--- src/rv_pkg.sv ---
package rv_pkg;

	localparam int REG_COUNT = 32;

	typedef logic [31:0] word_t;
	typedef logic [31:0] inst_t;
	typedef logic [4:0] reg_addr_t;

	// major opcodes
	localparam logic [6:0] OPC_LUI = 7'b0110111;
	localparam logic [6:0] OPC_OPI = 7'b0010011;
	localparam logic [6:0] OPC_OP = 7'b0110011;

	// funct3, shared by immediate and register forms
	localparam logic [2:0] F3_ADD_SUB = 3'b000;
	localparam logic [2:0] F3_SLL = 3'b001;
	localparam logic [2:0] F3_XOR = 3'b100;
	localparam logic [2:0] F3_SRL_SRA = 3'b101;
	localparam logic [2:0] F3_OR = 3'b110;
	localparam logic [2:0] F3_AND = 3'b111;

	// alt form selects SUB and SRA
	localparam logic [6:0] F7_BASE = 7'b0000000;
	localparam logic [6:0] F7_ALT = 7'b0100000;

	// PASS forwards operand two, used by LUI
	typedef enum logic [3:0] {
		NOP,
		ADD,
		SUB,
		AND,
		OR,
		XOR,
		SLL,
		SRL,
		SRA,
		PASS
	} alu_op_e;

endpackage
--- src/ex_stage.sv ---
`timescale 1ns/1ps

module ex_stage (
	input  logic               clk,
	input  logic               rst,
	input  rv_pkg::alu_op_e    op_i,
	input  rv_pkg::word_t      opa_i,
	input  rv_pkg::word_t      opb_i,
	input  logic               we_i,
	input  rv_pkg::reg_addr_t  waddr_i,
	input  logic               valid_i,
	input  logic               illegal_i,
	output rv_pkg::word_t      result_o,
	output logic               we_o,
	output rv_pkg::reg_addr_t  waddr_o,
	output logic               valid_o,
	output logic               illegal_o
);

	rv_pkg::alu_op_e op_q;
	rv_pkg::word_t opa_q;
	rv_pkg::word_t opb_q;
	rv_pkg::reg_addr_t waddr_q;
	logic we_q;
	logic valid_q;
	logic illegal_q;

	logic [4:0] shamt;
	rv_pkg::word_t result;

	always_ff @(posedge clk)
	begin
		if (rst)
		begin
			we_q <= 1'b0;
			valid_q <= 1'b0;
			illegal_q <= 1'b0;
		end
		else
		begin
			we_q <= we_i;
			valid_q <= valid_i;
			illegal_q <= illegal_i;
		end
		op_q <= op_i;
		opa_q <= opa_i;
		opb_q <= opb_i;
		waddr_q <= waddr_i;
	end

	assign shamt = opb_q[4:0];

	always_comb
	begin
		case (op_q)
			rv_pkg::ADD:
				result = opa_q + opb_q;
			rv_pkg::SUB:
				result = opa_q - opb_q;
			rv_pkg::AND:
				result = opa_q & opb_q;
			rv_pkg::OR:
				result = opa_q | opb_q;
			rv_pkg::XOR:
				result = opa_q ^ opb_q;
			rv_pkg::SLL:
				result = opa_q << shamt;
			rv_pkg::SRL:
				result = opa_q >> shamt;
			rv_pkg::SRA:
				result = rv_pkg::word_t'($signed(opa_q) >>> shamt);
			rv_pkg::PASS:
				result = opb_q;
			default:
				result = '0;
		endcase
	end

	// also the execute bypass source
	assign result_o = result;
	assign we_o = we_q;
	assign waddr_o = waddr_q;
	assign valid_o = valid_q;
	assign illegal_o = illegal_q;

endmodule

--- src/id_decode.sv ---
`timescale 1ns/1ps

module id_decode (
	input  logic               clk,
	input  logic               rst,
	input  logic               inst_valid_i,
	input  rv_pkg::inst_t      inst_i,

	// register file read ports
	output logic               rf_rd1_en_o,
	output logic               rf_rd2_en_o,
	output rv_pkg::reg_addr_t  rf_rd1_addr_o,
	output rv_pkg::reg_addr_t  rf_rd2_addr_o,
	input  rv_pkg::word_t      rf_rd1_data_i,
	input  rv_pkg::word_t      rf_rd2_data_i,

	// bypass from execute
	input  logic               ex_we_i,
	input  rv_pkg::reg_addr_t  ex_waddr_i,
	input  rv_pkg::word_t      ex_wdata_i,

	// bypass from memory
	input  logic               mem_we_i,
	input  rv_pkg::reg_addr_t  mem_waddr_i,
	input  rv_pkg::word_t      mem_wdata_i,

	output rv_pkg::alu_op_e    op_o,
	output rv_pkg::word_t      opa_o,
	output rv_pkg::word_t      opb_o,
	output logic               we_o,
	output rv_pkg::reg_addr_t  waddr_o,
	output logic               valid_o,
	output logic               illegal_o
);

	rv_pkg::inst_t inst_q;
	logic valid_q;

	logic [6:0] opcode;
	logic [2:0] funct3;
	logic [6:0] funct7;
	rv_pkg::reg_addr_t rs1;
	rv_pkg::reg_addr_t rs2;
	rv_pkg::reg_addr_t rd;
	rv_pkg::word_t imm_i;
	rv_pkg::word_t imm_u;
	rv_pkg::word_t imm_sh;

	rv_pkg::alu_op_e op;
	rv_pkg::word_t imm;
	logic legal;
	logic use_rs1;
	logic use_rs2;

	always_ff @(posedge clk)
	begin
		if (rst)
			valid_q <= 1'b0;
		else
			valid_q <= inst_valid_i;
		inst_q <= inst_i;
	end

	assign opcode = inst_q[6:0];
	assign rd = inst_q[11:7];
	assign funct3 = inst_q[14:12];
	assign rs1 = inst_q[19:15];
	assign rs2 = inst_q[24:20];
	assign funct7 = inst_q[31:25];

	assign imm_i = {{20{inst_q[31]}}, inst_q[31:20]};
	assign imm_u = {inst_q[31:12], 12'b0};
	assign imm_sh = {27'b0, inst_q[24:20]};

	always_comb
	begin
		op = rv_pkg::NOP;
		imm = imm_i;
		legal = 1'b0;
		use_rs1 = 1'b0;
		use_rs2 = 1'b0;
		case (opcode)
			rv_pkg::OPC_LUI:
			begin
				op = rv_pkg::PASS;
				imm = imm_u;
				legal = 1'b1;
			end
			rv_pkg::OPC_OPI:
			begin
				use_rs1 = 1'b1;
				case (funct3)
					rv_pkg::F3_ADD_SUB:
					begin
						op = rv_pkg::ADD;
						legal = 1'b1;
					end
					rv_pkg::F3_XOR:
					begin
						op = rv_pkg::XOR;
						legal = 1'b1;
					end
					rv_pkg::F3_OR:
					begin
						op = rv_pkg::OR;
						legal = 1'b1;
					end
					rv_pkg::F3_AND:
					begin
						op = rv_pkg::AND;
						legal = 1'b1;
					end
					rv_pkg::F3_SLL:
					begin
						imm = imm_sh;
						if (funct7 == rv_pkg::F7_BASE)
						begin
							op = rv_pkg::SLL;
							legal = 1'b1;
						end
					end
					rv_pkg::F3_SRL_SRA:
					begin
						imm = imm_sh;
						if (funct7 == rv_pkg::F7_BASE)
						begin
							op = rv_pkg::SRL;
							legal = 1'b1;
						end
						else if (funct7 == rv_pkg::F7_ALT)
						begin
							op = rv_pkg::SRA;
							legal = 1'b1;
						end
					end
					default:
					begin
						legal = 1'b0;
					end
				endcase
			end
			rv_pkg::OPC_OP:
			begin
				use_rs1 = 1'b1;
				use_rs2 = 1'b1;
				legal = (funct7 == rv_pkg::F7_BASE);
				case (funct3)
					rv_pkg::F3_ADD_SUB:
					begin
						op = (funct7 == rv_pkg::F7_ALT) ? rv_pkg::SUB : rv_pkg::ADD;
						legal = legal || (funct7 == rv_pkg::F7_ALT);
					end
					rv_pkg::F3_SRL_SRA:
					begin
						op = (funct7 == rv_pkg::F7_ALT) ? rv_pkg::SRA : rv_pkg::SRL;
						legal = legal || (funct7 == rv_pkg::F7_ALT);
					end
					rv_pkg::F3_SLL:
						op = rv_pkg::SLL;
					rv_pkg::F3_XOR:
						op = rv_pkg::XOR;
					rv_pkg::F3_OR:
						op = rv_pkg::OR;
					rv_pkg::F3_AND:
						op = rv_pkg::AND;
					default:
						legal = 1'b0;
				endcase
			end
			default:
			begin
				legal = 1'b0;
			end
		endcase
	end

	assign rf_rd1_en_o = valid_q && legal && use_rs1;
	assign rf_rd2_en_o = valid_q && legal && use_rs2;
	assign rf_rd1_addr_o = rs1;
	assign rf_rd2_addr_o = rs2;

	// youngest producer wins, reg file covers write-back
	assign opa_o = !rf_rd1_en_o ? '0 :
		(ex_we_i && ex_waddr_i == rs1) ? ex_wdata_i :
		(mem_we_i && mem_waddr_i == rs1) ? mem_wdata_i : rf_rd1_data_i;

	assign opb_o = !rf_rd2_en_o ? imm :
		(ex_we_i && ex_waddr_i == rs2) ? ex_wdata_i :
		(mem_we_i && mem_waddr_i == rs2) ? mem_wdata_i : rf_rd2_data_i;

	assign op_o = op;
	assign we_o = valid_q && legal && (rd != '0);
	assign waddr_o = rd;
	assign valid_o = valid_q;
	assign illegal_o = !legal;

endmodule

--- src/mem_wb_stage.sv ---
`timescale 1ns/1ps

module mem_wb_stage (
	input  logic               clk,
	input  logic               rst,
	input  rv_pkg::word_t      result_i,
	input  logic               we_i,
	input  rv_pkg::reg_addr_t  waddr_i,
	input  logic               valid_i,
	input  logic               illegal_i,
	output rv_pkg::word_t      mem_wdata_o,
	output logic               mem_we_o,
	output rv_pkg::reg_addr_t  mem_waddr_o,
	output rv_pkg::word_t      wb_data_o,
	output logic               wb_we_o,
	output rv_pkg::reg_addr_t  wb_addr_o,
	output logic               wb_illegal_o
);

	rv_pkg::word_t mem_data_q;
	rv_pkg::reg_addr_t mem_addr_q;
	logic mem_we_q;
	logic mem_valid_q;
	logic mem_illegal_q;

	rv_pkg::word_t wb_data_q;
	rv_pkg::reg_addr_t wb_addr_q;
	logic wb_we_q;
	logic wb_illegal_q;

	always_ff @(posedge clk)
	begin
		if (rst)
		begin
			mem_we_q <= 1'b0;
			mem_valid_q <= 1'b0;
			mem_illegal_q <= 1'b0;
			wb_we_q <= 1'b0;
			wb_illegal_q <= 1'b0;
		end
		else
		begin
			mem_we_q <= we_i;
			mem_valid_q <= valid_i;
			mem_illegal_q <= illegal_i;
			wb_we_q <= mem_we_q;
			// only a real instruction flags illegal
			wb_illegal_q <= mem_valid_q && mem_illegal_q;
		end
		mem_data_q <= result_i;
		mem_addr_q <= waddr_i;
		wb_data_q <= mem_data_q;
		wb_addr_q <= mem_addr_q;
	end

	assign mem_wdata_o = mem_data_q;
	assign mem_we_o = mem_we_q;
	assign mem_waddr_o = mem_addr_q;

	assign wb_data_o = wb_data_q;
	assign wb_we_o = wb_we_q;
	assign wb_addr_o = wb_addr_q;
	assign wb_illegal_o = wb_illegal_q;

endmodule

--- src/reg_file.sv ---
`timescale 1ns/1ps

module reg_file (
	input  logic               clk,
	input  logic               rst,
	input  logic               rd1_en_i,
	input  logic               rd2_en_i,
	input  rv_pkg::reg_addr_t  rd1_addr_i,
	input  rv_pkg::reg_addr_t  rd2_addr_i,
	output rv_pkg::word_t      rd1_data_o,
	output rv_pkg::word_t      rd2_data_o,
	input  logic               we_i,
	input  rv_pkg::reg_addr_t  waddr_i,
	input  rv_pkg::word_t      wdata_i
);

	rv_pkg::word_t regs [rv_pkg::REG_COUNT];

	always_ff @(posedge clk)
	begin
		if (rst)
		begin
			for (int i = 0; i < rv_pkg::REG_COUNT; i++)
				regs[i] <= '0;
		end
		else if (we_i && waddr_i != '0)
		begin
			regs[waddr_i] <= wdata_i;
		end
	end

	// x0 reads as zero, same-cycle write is passed through
	assign rd1_data_o = (!rd1_en_i || rd1_addr_i == '0) ? '0 :
		(we_i && waddr_i == rd1_addr_i) ? wdata_i : regs[rd1_addr_i];

	assign rd2_data_o = (!rd2_en_i || rd2_addr_i == '0) ? '0 :
		(we_i && waddr_i == rd2_addr_i) ? wdata_i : regs[rd2_addr_i];

endmodule

--- src/rv_core.sv ---
`timescale 1ns/1ps

module rv_core (
	input  logic               clk,
	input  logic               rst,
	input  logic               inst_valid_i,
	input  rv_pkg::inst_t      inst_i,
	output logic               wb_en_o,
	output rv_pkg::reg_addr_t  wb_addr_o,
	output rv_pkg::word_t      wb_data_o,
	output logic               illegal_o
);

	// decode to register file
	logic rd1_en;
	logic rd2_en;
	rv_pkg::reg_addr_t rd1_addr;
	rv_pkg::reg_addr_t rd2_addr;
	rv_pkg::word_t rd1_data;
	rv_pkg::word_t rd2_data;

	// decode to execute
	rv_pkg::alu_op_e id_op;
	rv_pkg::word_t id_opa;
	rv_pkg::word_t id_opb;
	logic id_we;
	rv_pkg::reg_addr_t id_waddr;
	logic id_valid;
	logic id_illegal;

	// execute outputs, also the first bypass
	rv_pkg::word_t ex_result;
	logic ex_we;
	rv_pkg::reg_addr_t ex_waddr;
	logic ex_valid;
	logic ex_illegal;

	// memory stage bypass
	rv_pkg::word_t mem_wdata;
	logic mem_we;
	rv_pkg::reg_addr_t mem_waddr;

	id_decode id_decode_i (
		.clk           (clk),
		.rst           (rst),
		.inst_valid_i  (inst_valid_i),
		.inst_i        (inst_i),
		.rf_rd1_en_o   (rd1_en),
		.rf_rd2_en_o   (rd2_en),
		.rf_rd1_addr_o (rd1_addr),
		.rf_rd2_addr_o (rd2_addr),
		.rf_rd1_data_i (rd1_data),
		.rf_rd2_data_i (rd2_data),
		.ex_we_i       (ex_we),
		.ex_waddr_i    (ex_waddr),
		.ex_wdata_i    (ex_result),
		.mem_we_i      (mem_we),
		.mem_waddr_i   (mem_waddr),
		.mem_wdata_i   (mem_wdata),
		.op_o          (id_op),
		.opa_o         (id_opa),
		.opb_o         (id_opb),
		.we_o          (id_we),
		.waddr_o       (id_waddr),
		.valid_o       (id_valid),
		.illegal_o     (id_illegal)
	);

	reg_file reg_file_i (
		.clk        (clk),
		.rst        (rst),
		.rd1_en_i   (rd1_en),
		.rd2_en_i   (rd2_en),
		.rd1_addr_i (rd1_addr),
		.rd2_addr_i (rd2_addr),
		.rd1_data_o (rd1_data),
		.rd2_data_o (rd2_data),
		.we_i       (wb_en_o),
		.waddr_i    (wb_addr_o),
		.wdata_i    (wb_data_o)
	);

	ex_stage ex_stage_i (
		.clk       (clk),
		.rst       (rst),
		.op_i      (id_op),
		.opa_i     (id_opa),
		.opb_i     (id_opb),
		.we_i      (id_we),
		.waddr_i   (id_waddr),
		.valid_i   (id_valid),
		.illegal_i (id_illegal),
		.result_o  (ex_result),
		.we_o      (ex_we),
		.waddr_o   (ex_waddr),
		.valid_o   (ex_valid),
		.illegal_o (ex_illegal)
	);

	mem_wb_stage mem_wb_stage_i (
		.clk          (clk),
		.rst          (rst),
		.result_i     (ex_result),
		.we_i         (ex_we),
		.waddr_i      (ex_waddr),
		.valid_i      (ex_valid),
		.illegal_i    (ex_illegal),
		.mem_wdata_o  (mem_wdata),
		.mem_we_o     (mem_we),
		.mem_waddr_o  (mem_waddr),
		.wb_data_o    (wb_data_o),
		.wb_we_o      (wb_en_o),
		.wb_addr_o    (wb_addr_o),
		.wb_illegal_o (illegal_o)
	);

endmodule

--- config.mk ---
export PLATFORM = sky130hd
export DESIGN_NAME = rv_core
export DESIGN_NICKNAME = d
export VERILOG_FILES = /design/src/rv_pkg.sv /design/src/ex_stage.sv /design/src/id_decode.sv /design/src/mem_wb_stage.sv /design/src/reg_file.sv /design/src/rv_core.sv
export SDC_FILE = /design/constraint.sdc
export NUM_CORES = 2
export LEC_CHECK = 0
export BUFFER_PORTS_ARGS = -buffer_cell sky130_fd_sc_hd__buf_2
export CAP_MARGIN = 30
export CORE_UTILIZATION = 65
export CTS_BUF_LIST = sky130_fd_sc_hd__clkbuf_4 sky130_fd_sc_hd__clkbuf_8
export DETAILED_ROUTE_END_ITERATION = 6
export PLACE_DENSITY = 0.82
export SYNTH_ARGS = -nofsm -noshare
export SYNTH_HDL_FRONTEND = slang
export SYNTH_SLANG_ARGS = --single-unit
--- constraint.sdc ---
create_clock -name clk -period 9.7 [get_ports clk]
set_input_delay 0 -clock clk [delete_from_list [all_inputs] [get_ports clk]]
set_output_delay 0 -clock clk [all_outputs]
set_load 0.01 [all_outputs]
# Word level (Yosys, flattened, before mapping)
# Memories as Yosys holds them, arrays and structs flattened. A register that Yosys moved wholly into a read port is not among the register bits.
# Index checks and enable logic that the tools add are counted.
[totals] mem_count=1 ff_bits=188 output_inout_bits=39 mem_bits_rw=1024
[classes] n_mux=36 eq_ne=24 add_sub_neg=2 n_shift=3 n_reduce_logical=30 bitwise_logic=3
[memory_table] name="reg_file_i.regs" words=32 word_bits=32 read_ports=2 rd_clocked_by_memory_dff=2 wr=32 line_no="reg_file.sv:17" rtl="rv_pkg::word_t regs [rv_pkg::REG_COUNT];"
[op_table] operator="two-way mux 32 bit" n=11
[op_table] operator="one-hot mux 32 bit (9 select lines)" n=1
[op_table] operator="one-hot mux 32 bit (2 select lines)" n=1
[op_table] operator="one-hot mux 4 bit (6 select lines)" n=2
[op_table] operator="adder 32 bit" n=1
[op_table] operator="AND 32 bit" n=1
[op_table] operator="bitwise OR 32 bit" n=1
[op_table] operator="OR reduction 32 bit" n=1
[op_table] operator="<< shifter 32 x 5 -> 32 bit" n=1
[op_table] operator=">> shifter 32 x 5 -> 32 bit" n=1
[op_table] operator=">>> shifter 32 x 5 -> 32 bit" n=1
[op_table] operator="subtractor 32 bit" n=1
[op_table] operator="XOR 32 bit" n=1
[op_table] operator="equality test 5 bit" n=6
[op_table] operator="equality test 7 x 6 -> 1 bit, second input constant" n=3
[op_table] operator="equality test 4 x 3 -> 1 bit, second input constant" n=4
[op_table] operator="equality test 3 bit, second input constant" n=4
[op_table] operator="logical AND 1 bit" n=12
[op_table] operator="two-way mux 4 bit" n=3
[op_table] operator="one-hot mux 4 bit (3 select lines)" n=1
[op_table] operator="two-way mux 1 bit" n=11
[op_table] operator="zero test 5 bit" n=2
[op_table] operator="nonzero test 5 bit" n=2
[op_table] operator="equality test 4 x 2 -> 1 bit, second input constant" n=2
[op_table] operator="other kinds (15)" n=24

# Depth between registers and ports, before layout
[depth] word_depth=13 mapped_depth=21

# Hierarchy
# From an unflattened synthesis, not the netlist that was laid out.
[hier_totals] hier_cells=5530 hier_area_um2=69700.6
[modules_own_cells] module="reg_file" area_per_inst_um2=55106.6 n_inst=1 cells_per_inst=3814
[modules_own_cells] module="ex_stage" area_per_inst_um2=9644.2 n_inst=1 cells_per_inst=1197
[modules_own_cells] module="id_decode" area_per_inst_um2=3323.2 n_inst=1 cells_per_inst=435
[modules_own_cells] module="mem_wb_stage" area_per_inst_um2=1626.6 n_inst=1 cells_per_inst=84

# Worst setup path after synthesis
# Ideal clock, no wire load.
[synth_timing] path_type="reg-to-reg" start="register ex_stage_i.opb_q[0]" end="register ex_stage_i.opa_q[29]" path_stages_with_launch=22 slack_ns=5.377 n_path_buf=4 required_time_ns=9.622 arrival_ns=4.245 period_less_slack_ns=4.323 cell_sequence="dfxtp_1 -> buf_4 -> buf_4 -> inv_1 -> buf_4 -> buf_2 -> ha_1 -> nand3_1 -> nand3b_1 -> nor2_1 -> nand3_1 -> o21ai_0 -> xnor2_1 -> ha_1 -> a211o_1 -> or2_2 -> a211oi_1 -> nor2_1 -> or4_1 -> nand4_1 -> nor2_1 -> nor3_1"
[synth_via] elab_chain_len=3 elab_cells_between_ends=7 classes_between="add/sub (2); shift (3); mux (2)"
[synth_lines] element="start, declared" line_no="ex_stage.sv:22" rtl="rv_pkg::word_t opb_q;"
[synth_lines] element="start signal, assigned" line_no="ex_stage.sv:47" rtl="opb_q <= opb_i;"
[synth_lines] element="subtractor 32 bit (tied with other cells)" line_no="ex_stage.sv:59" rtl="result = opa_q - opb_q;"
[synth_lines] element="one-hot mux 32 bit (9 select lines) *" line_no="ex_stage.sv:55" rtl="case (op_q)"
[synth_lines] element="via ex_result[29]" line_no="rv_core.sv:32" rtl="rv_pkg::word_t ex_result;"
[synth_lines] element="two-way mux 32 bit *" line_no="id_decode.sv:184" rtl="(ex_we_i && ex_waddr_i == rs1) ? ex_wdata_i :"
[synth_lines] element="end signal, assigned" line_no="ex_stage.sv:46" rtl="opa_q <= opa_i;"
[synth_lines] element="end, declared" line_no="ex_stage.sv:21" rtl="rv_pkg::word_t opa_q;"
# The timed path passes the listed nets; every way through them passes the cells marked *.
# A chain may end at the register's enable or synchronous reset.

# Final worst setup path
[layout_timing] start="register ex_stage_i.opb_q[0]" end="register ex_stage_i.opb_q[30]"
[layout_via] elab_chain_len=4 elab_cells_between_ends=8 classes_between="add/sub (2); shift (3); mux (3)"
[layout_lines] element="subtractor 32 bit (tied with other cells)" line_no="ex_stage.sv:59"
[layout_lines] element="one-hot mux 32 bit (9 select lines) *" line_no="ex_stage.sv:55"
[layout_lines] element="two-way mux 32 bit *" line_no="id_decode.sv:188" rtl="(ex_we_i && ex_waddr_i == rs2) ? ex_wdata_i :"
[layout_lines] element="two-way mux 32 bit *" line_no="id_decode.sv:187" rtl="assign opb_o = !rf_rd2_en_o ? imm :"
[layout_lines] element="via ex_stage_i.opb_i[30]" line_no="ex_stage.sv:8" rtl="input rv_pkg::word_t opb_i,"
# Marks and branches as above.

==> results.md <==
* Mux contribution to synthesized area at 0.192
* R2R Path Start: ex_stage_i.opb_q[0]
* Clock-pin slew on the worst setup and hold paths at 0.07 ns
* First-pass GRT wire length at 376000 microns
* Final-report max-slew violation count at 0
* Ys async rst share at 0
* Detailed Route Iter0 Violations at 9941
* Post-DP HPWL at 162000 microns
* Reg-to-reg slack, setup at 4.38 ns
* Slowest cell on the critical path: dfxtp_4
* Max Fclk at 0.188 GHz
* Max Clock Skew at 0.0558 ns
* GRT overflow at 0
* Outcome: complete, but fails checks
* Crit Path Class: flop to flop
* Synth Register Bits at 1212
* CP endpoint kind: flop
* Worst setup SP type: flop
* Post-Route WL at 265000 microns
* Final Hold Fails at 0
* Final nets at 5979
* Worst r2r dst: ex_stage_i.opb_q[30]
* Failing checks: DRC
* Max IR drop VDD at 0.122 mV
* Largest stage delay on the critical path at 0.49 ns
* Slew margin rel. at 0.224
* Routed length per placed instance at 35.7 microns
* Crit path DAT at 6.06 ns
* Initial antenna violation count at 13
* Slew of the pin with the lowest slew margin at 1.16 ns
* Die Y at 331 microns
* Cell-by-cell trace of the critical path: inv_1 -> buf_4 -> ha_1 -> nand3_1 -> nand3b_1 -> nor2_1 -> nand3_1 -> o21ai_0 -> xnor2_1 -> ha_1 -> a21oi_1 -> o21ai_0 -> a21oi_1 -> nor3_1 -> a2111oi_0 -> o211ai_1 -> a2111oi_0 -> a21oi_1
* Clk Tree Root Cell: clkbuf_8
* TritonRoute pass-1 iters at 7
* Vias in the first global route at 54800
* Hold Path End: mem_wb_stage_i.wb_we_o
* Mean area per synthesized cell at 12.1 sq um
* Core area at 107000 sq um
* Adder-cell share of the synthesized area at 0.0176
* Netlist cell types at 98
* Worst skew pair latency at 0.93 ns
* Largest net degree at the start of global routing at 102
* Post-Synth Simple-Gate Area at 0.141
* Compound-gate portion of the synthesized area at 0.110
* Die ar. at 110000 sq um
* Most frequent cells in the layout: 1024 x edfxtp_1, 976 x and2_1, 430 x mux2i_1
* PwrDens at 154 nW/um^2
* Hold Path Depth at 3
* Longest Clk Path Bufs at 3
* RD Place Congestion at 1.03
* Max-Cap Viols at 0
* CTS Sinks at 1212
* RSZ-0062 raised after global routing: no
* CP max FO at 33
* Vias post-DR at 56600
* Placement Rows at 120
* Critical Path RT at 10.44 ns
* Final non-filler cell total at 7419
* Cell mode on critical path: a21oi_1
* Post-synth EDFFs at 1024
* CTS tree: done
* Seq/Total Area, Yosys at 0.489
* Commonest non-fill, non-tap cell in the layout: edfxtp_1
* H-tree lvl count at 4
* Routed vias/inst at 7.63
* Main combinational cell family by area after synthesis: multiplexers
* Reg2Reg Depth at 18
* PortBufs at 73
* Sequential Area at 34600 sq um
* Final min period at 5.32 ns
* Setup_tns at 0 ns
* Setup violations, final at 0
* Post-Syn Area at 70500 sq um
* Lkg Pwr at 29.2 nW
* Tcrit/Tclk final at 0.549
* Total track usage at 0.476
* Synthesized instance count at 5850
* Die X at 331 microns
* CTS resizes at 0
* Hold WC Path Type: input pin to flop
* Synth Warn # at 0
* XOR/XNOR Fraction of Synth Area at 0.00930
* Initial Util at 0.657
* I/O pin total at 74
* Prevailing post-synth register cell: edfxtp_1
* DRC viols at 8
* CTS buffer count at 196
* Placed cell count at 6977
* Fillers at 7108
* P&R area growth vs syn at 9.30%
* Hold path startpoint: rst
* Multi-input logic area at 33500 sq um
* DRT antenna net count at 0
* Share of layout cells above drive strength 1 at 0.200
## sequential cells by signal, indices dropped and copies added (netlist names), 4 cells and up
signal and count:
reg_file_i.regs 1024, ex_stage_i.opa_q 32, ex_stage_i.opb_q 32, id_decode_i.inst_q 32, mem_wb_stage_i.mem_wdata_o 32, mem_wb_stage_i.wb_data_o 32
ex_stage_i.waddr_o 5, mem_wb_stage_i.mem_waddr_o 5, mem_wb_stage_i.wb_addr_o 5, ex_stage_i.op_q 4
## synthesized netlist by cell type, drive strengths merged (88+ instances only)
cell / n / area (sq um)
nor2: 226 / 848
mux4: 375 / 8450
ha: 97 / 1210
nand2: 217 / 815
o22ai: 88 / 551
dfxtp: 188 / 3760
buf: 169 / 981
nor3: 113 / 576
and2: 977 / 6110
o221ai: 167 / 1460
edfxtp: 1024 / 30700
clkbuf: 418 / 1610
o21ai: 175 / 880
a21oi: 304 / 1520
mux2i: 430 / 4300
## metrics by stage
| step | cell area (sq um) | utilization | setup WS (ns) | power [mW] | hold slack (ns) |
|---|---|---|---|---|---|
| 2_1_floorplan | 70700 | - | 5.38 | 6.72 | 0.0277 |
| 3_3_place_gp | 72000 | 0.671 | 4.74 | 7.17 | 0.103 |
| 3_5_place_dp | 72300 | 0.673 | 4.60 | 7.20 | 0.103 |
| 4_1_cts | 77000 | 0.718 | 4.55 | 11.8 | 0.0511 |
| 5_1_grt | 77100 | 0.718 | 3.93 | 12.1 | 0.102 |
| 6_report | 77100 | 0.718 | 4.38 | 11.9 | 0.106 |
## cell families (layout without fill, tap and decap cells)
logic type / Yosys count / in the layout
fa+ha+maj: 99 / 99
other cells: 1 / 36
compound gates: 1139 / 1139
mux: 876 / 876
buf+inv: 671 / 802
simple gates: 1778 / 1778
xor+xnor: 74 / 74
flops: 1212 / 1212
## routing by layer
| metal | wire, microns | vias to the layer above | share of wire | track usage |
|---|---|---|---|---|
| li1 | - | 22300 | - | - |
| met1 | 85300 | 27200 | 0.32 | 0.591 |
| met2 | 110000 | 5640 | 0.42 | 0.674 |
| met3 | 44100 | 1390 | 0.17 | 0.178 |
| met4 | 25400 | 8 | 0.096 | 0.371 |
| met5 | 46 | - | 0.00017 | 0 |
## critical path, delay by kind of cell (launching register included)
kind / cells / cell delay (ns)
flops: 1 / 0.49
simple gates: 5 / 1.25
fa+ha+maj: 2 / 0.56
compound gates: 8 / 2.20
xor+xnor: 1 / 0.11
buf+inv: 2 / 0.51
## power breakdown
| part | total [mW] | leakage (nW) | switching, mW | internal (mW) |
|---|---|---|---|---|
| Clock | 4.68 | 2.18 | 2.17 | 2.51 |
| Combinational | 1.30 | 14.5 | 0.858 | 0.445 |
| Sequential | 5.91 | 12.5 | 0.134 | 5.78 |
## how the worst max path moves through the flow
stage,startpoint,endpoint,slack [ns],depth (start not counted)
floorplan,ex_stage_i.opb_q[0],ex_stage_i.opa_q[29],5.38,21
global placement,ex_stage_i.opb_q[0],ex_stage_i.opa_q[29],4.74,18
detailed placement,ex_stage_i.opb_q[0],ex_stage_i.opb_q[30],4.60,18
CTS,ex_stage_i.opb_q[0],ex_stage_i.opb_q[30],4.55,18
global route,ex_stage_i.opb_q[0],ex_stage_i.opb_q[30],3.93,18
finish,ex_stage_i.opb_q[0],ex_stage_i.opb_q[30],4.38,18
## final cells by class
type,instances,share of cell area
well taps,1403,0.0228
inverters,83,0.00406
clock inverters,76,0.00790
flip-flops and latches,1212,0.448
clock buffers,288,0.0452
repair buffers,355,0.0373
multi-input cells,3998,0.434
diodes,4,0.000130
## repair_timing
item | 4_1_cts | 5_1_grt
endpoints found under the hold margin | 54 | 0
buffers inserted | 0 | 0
hold buffers | 68 | 0
Power figures use the tool's default switching activity.
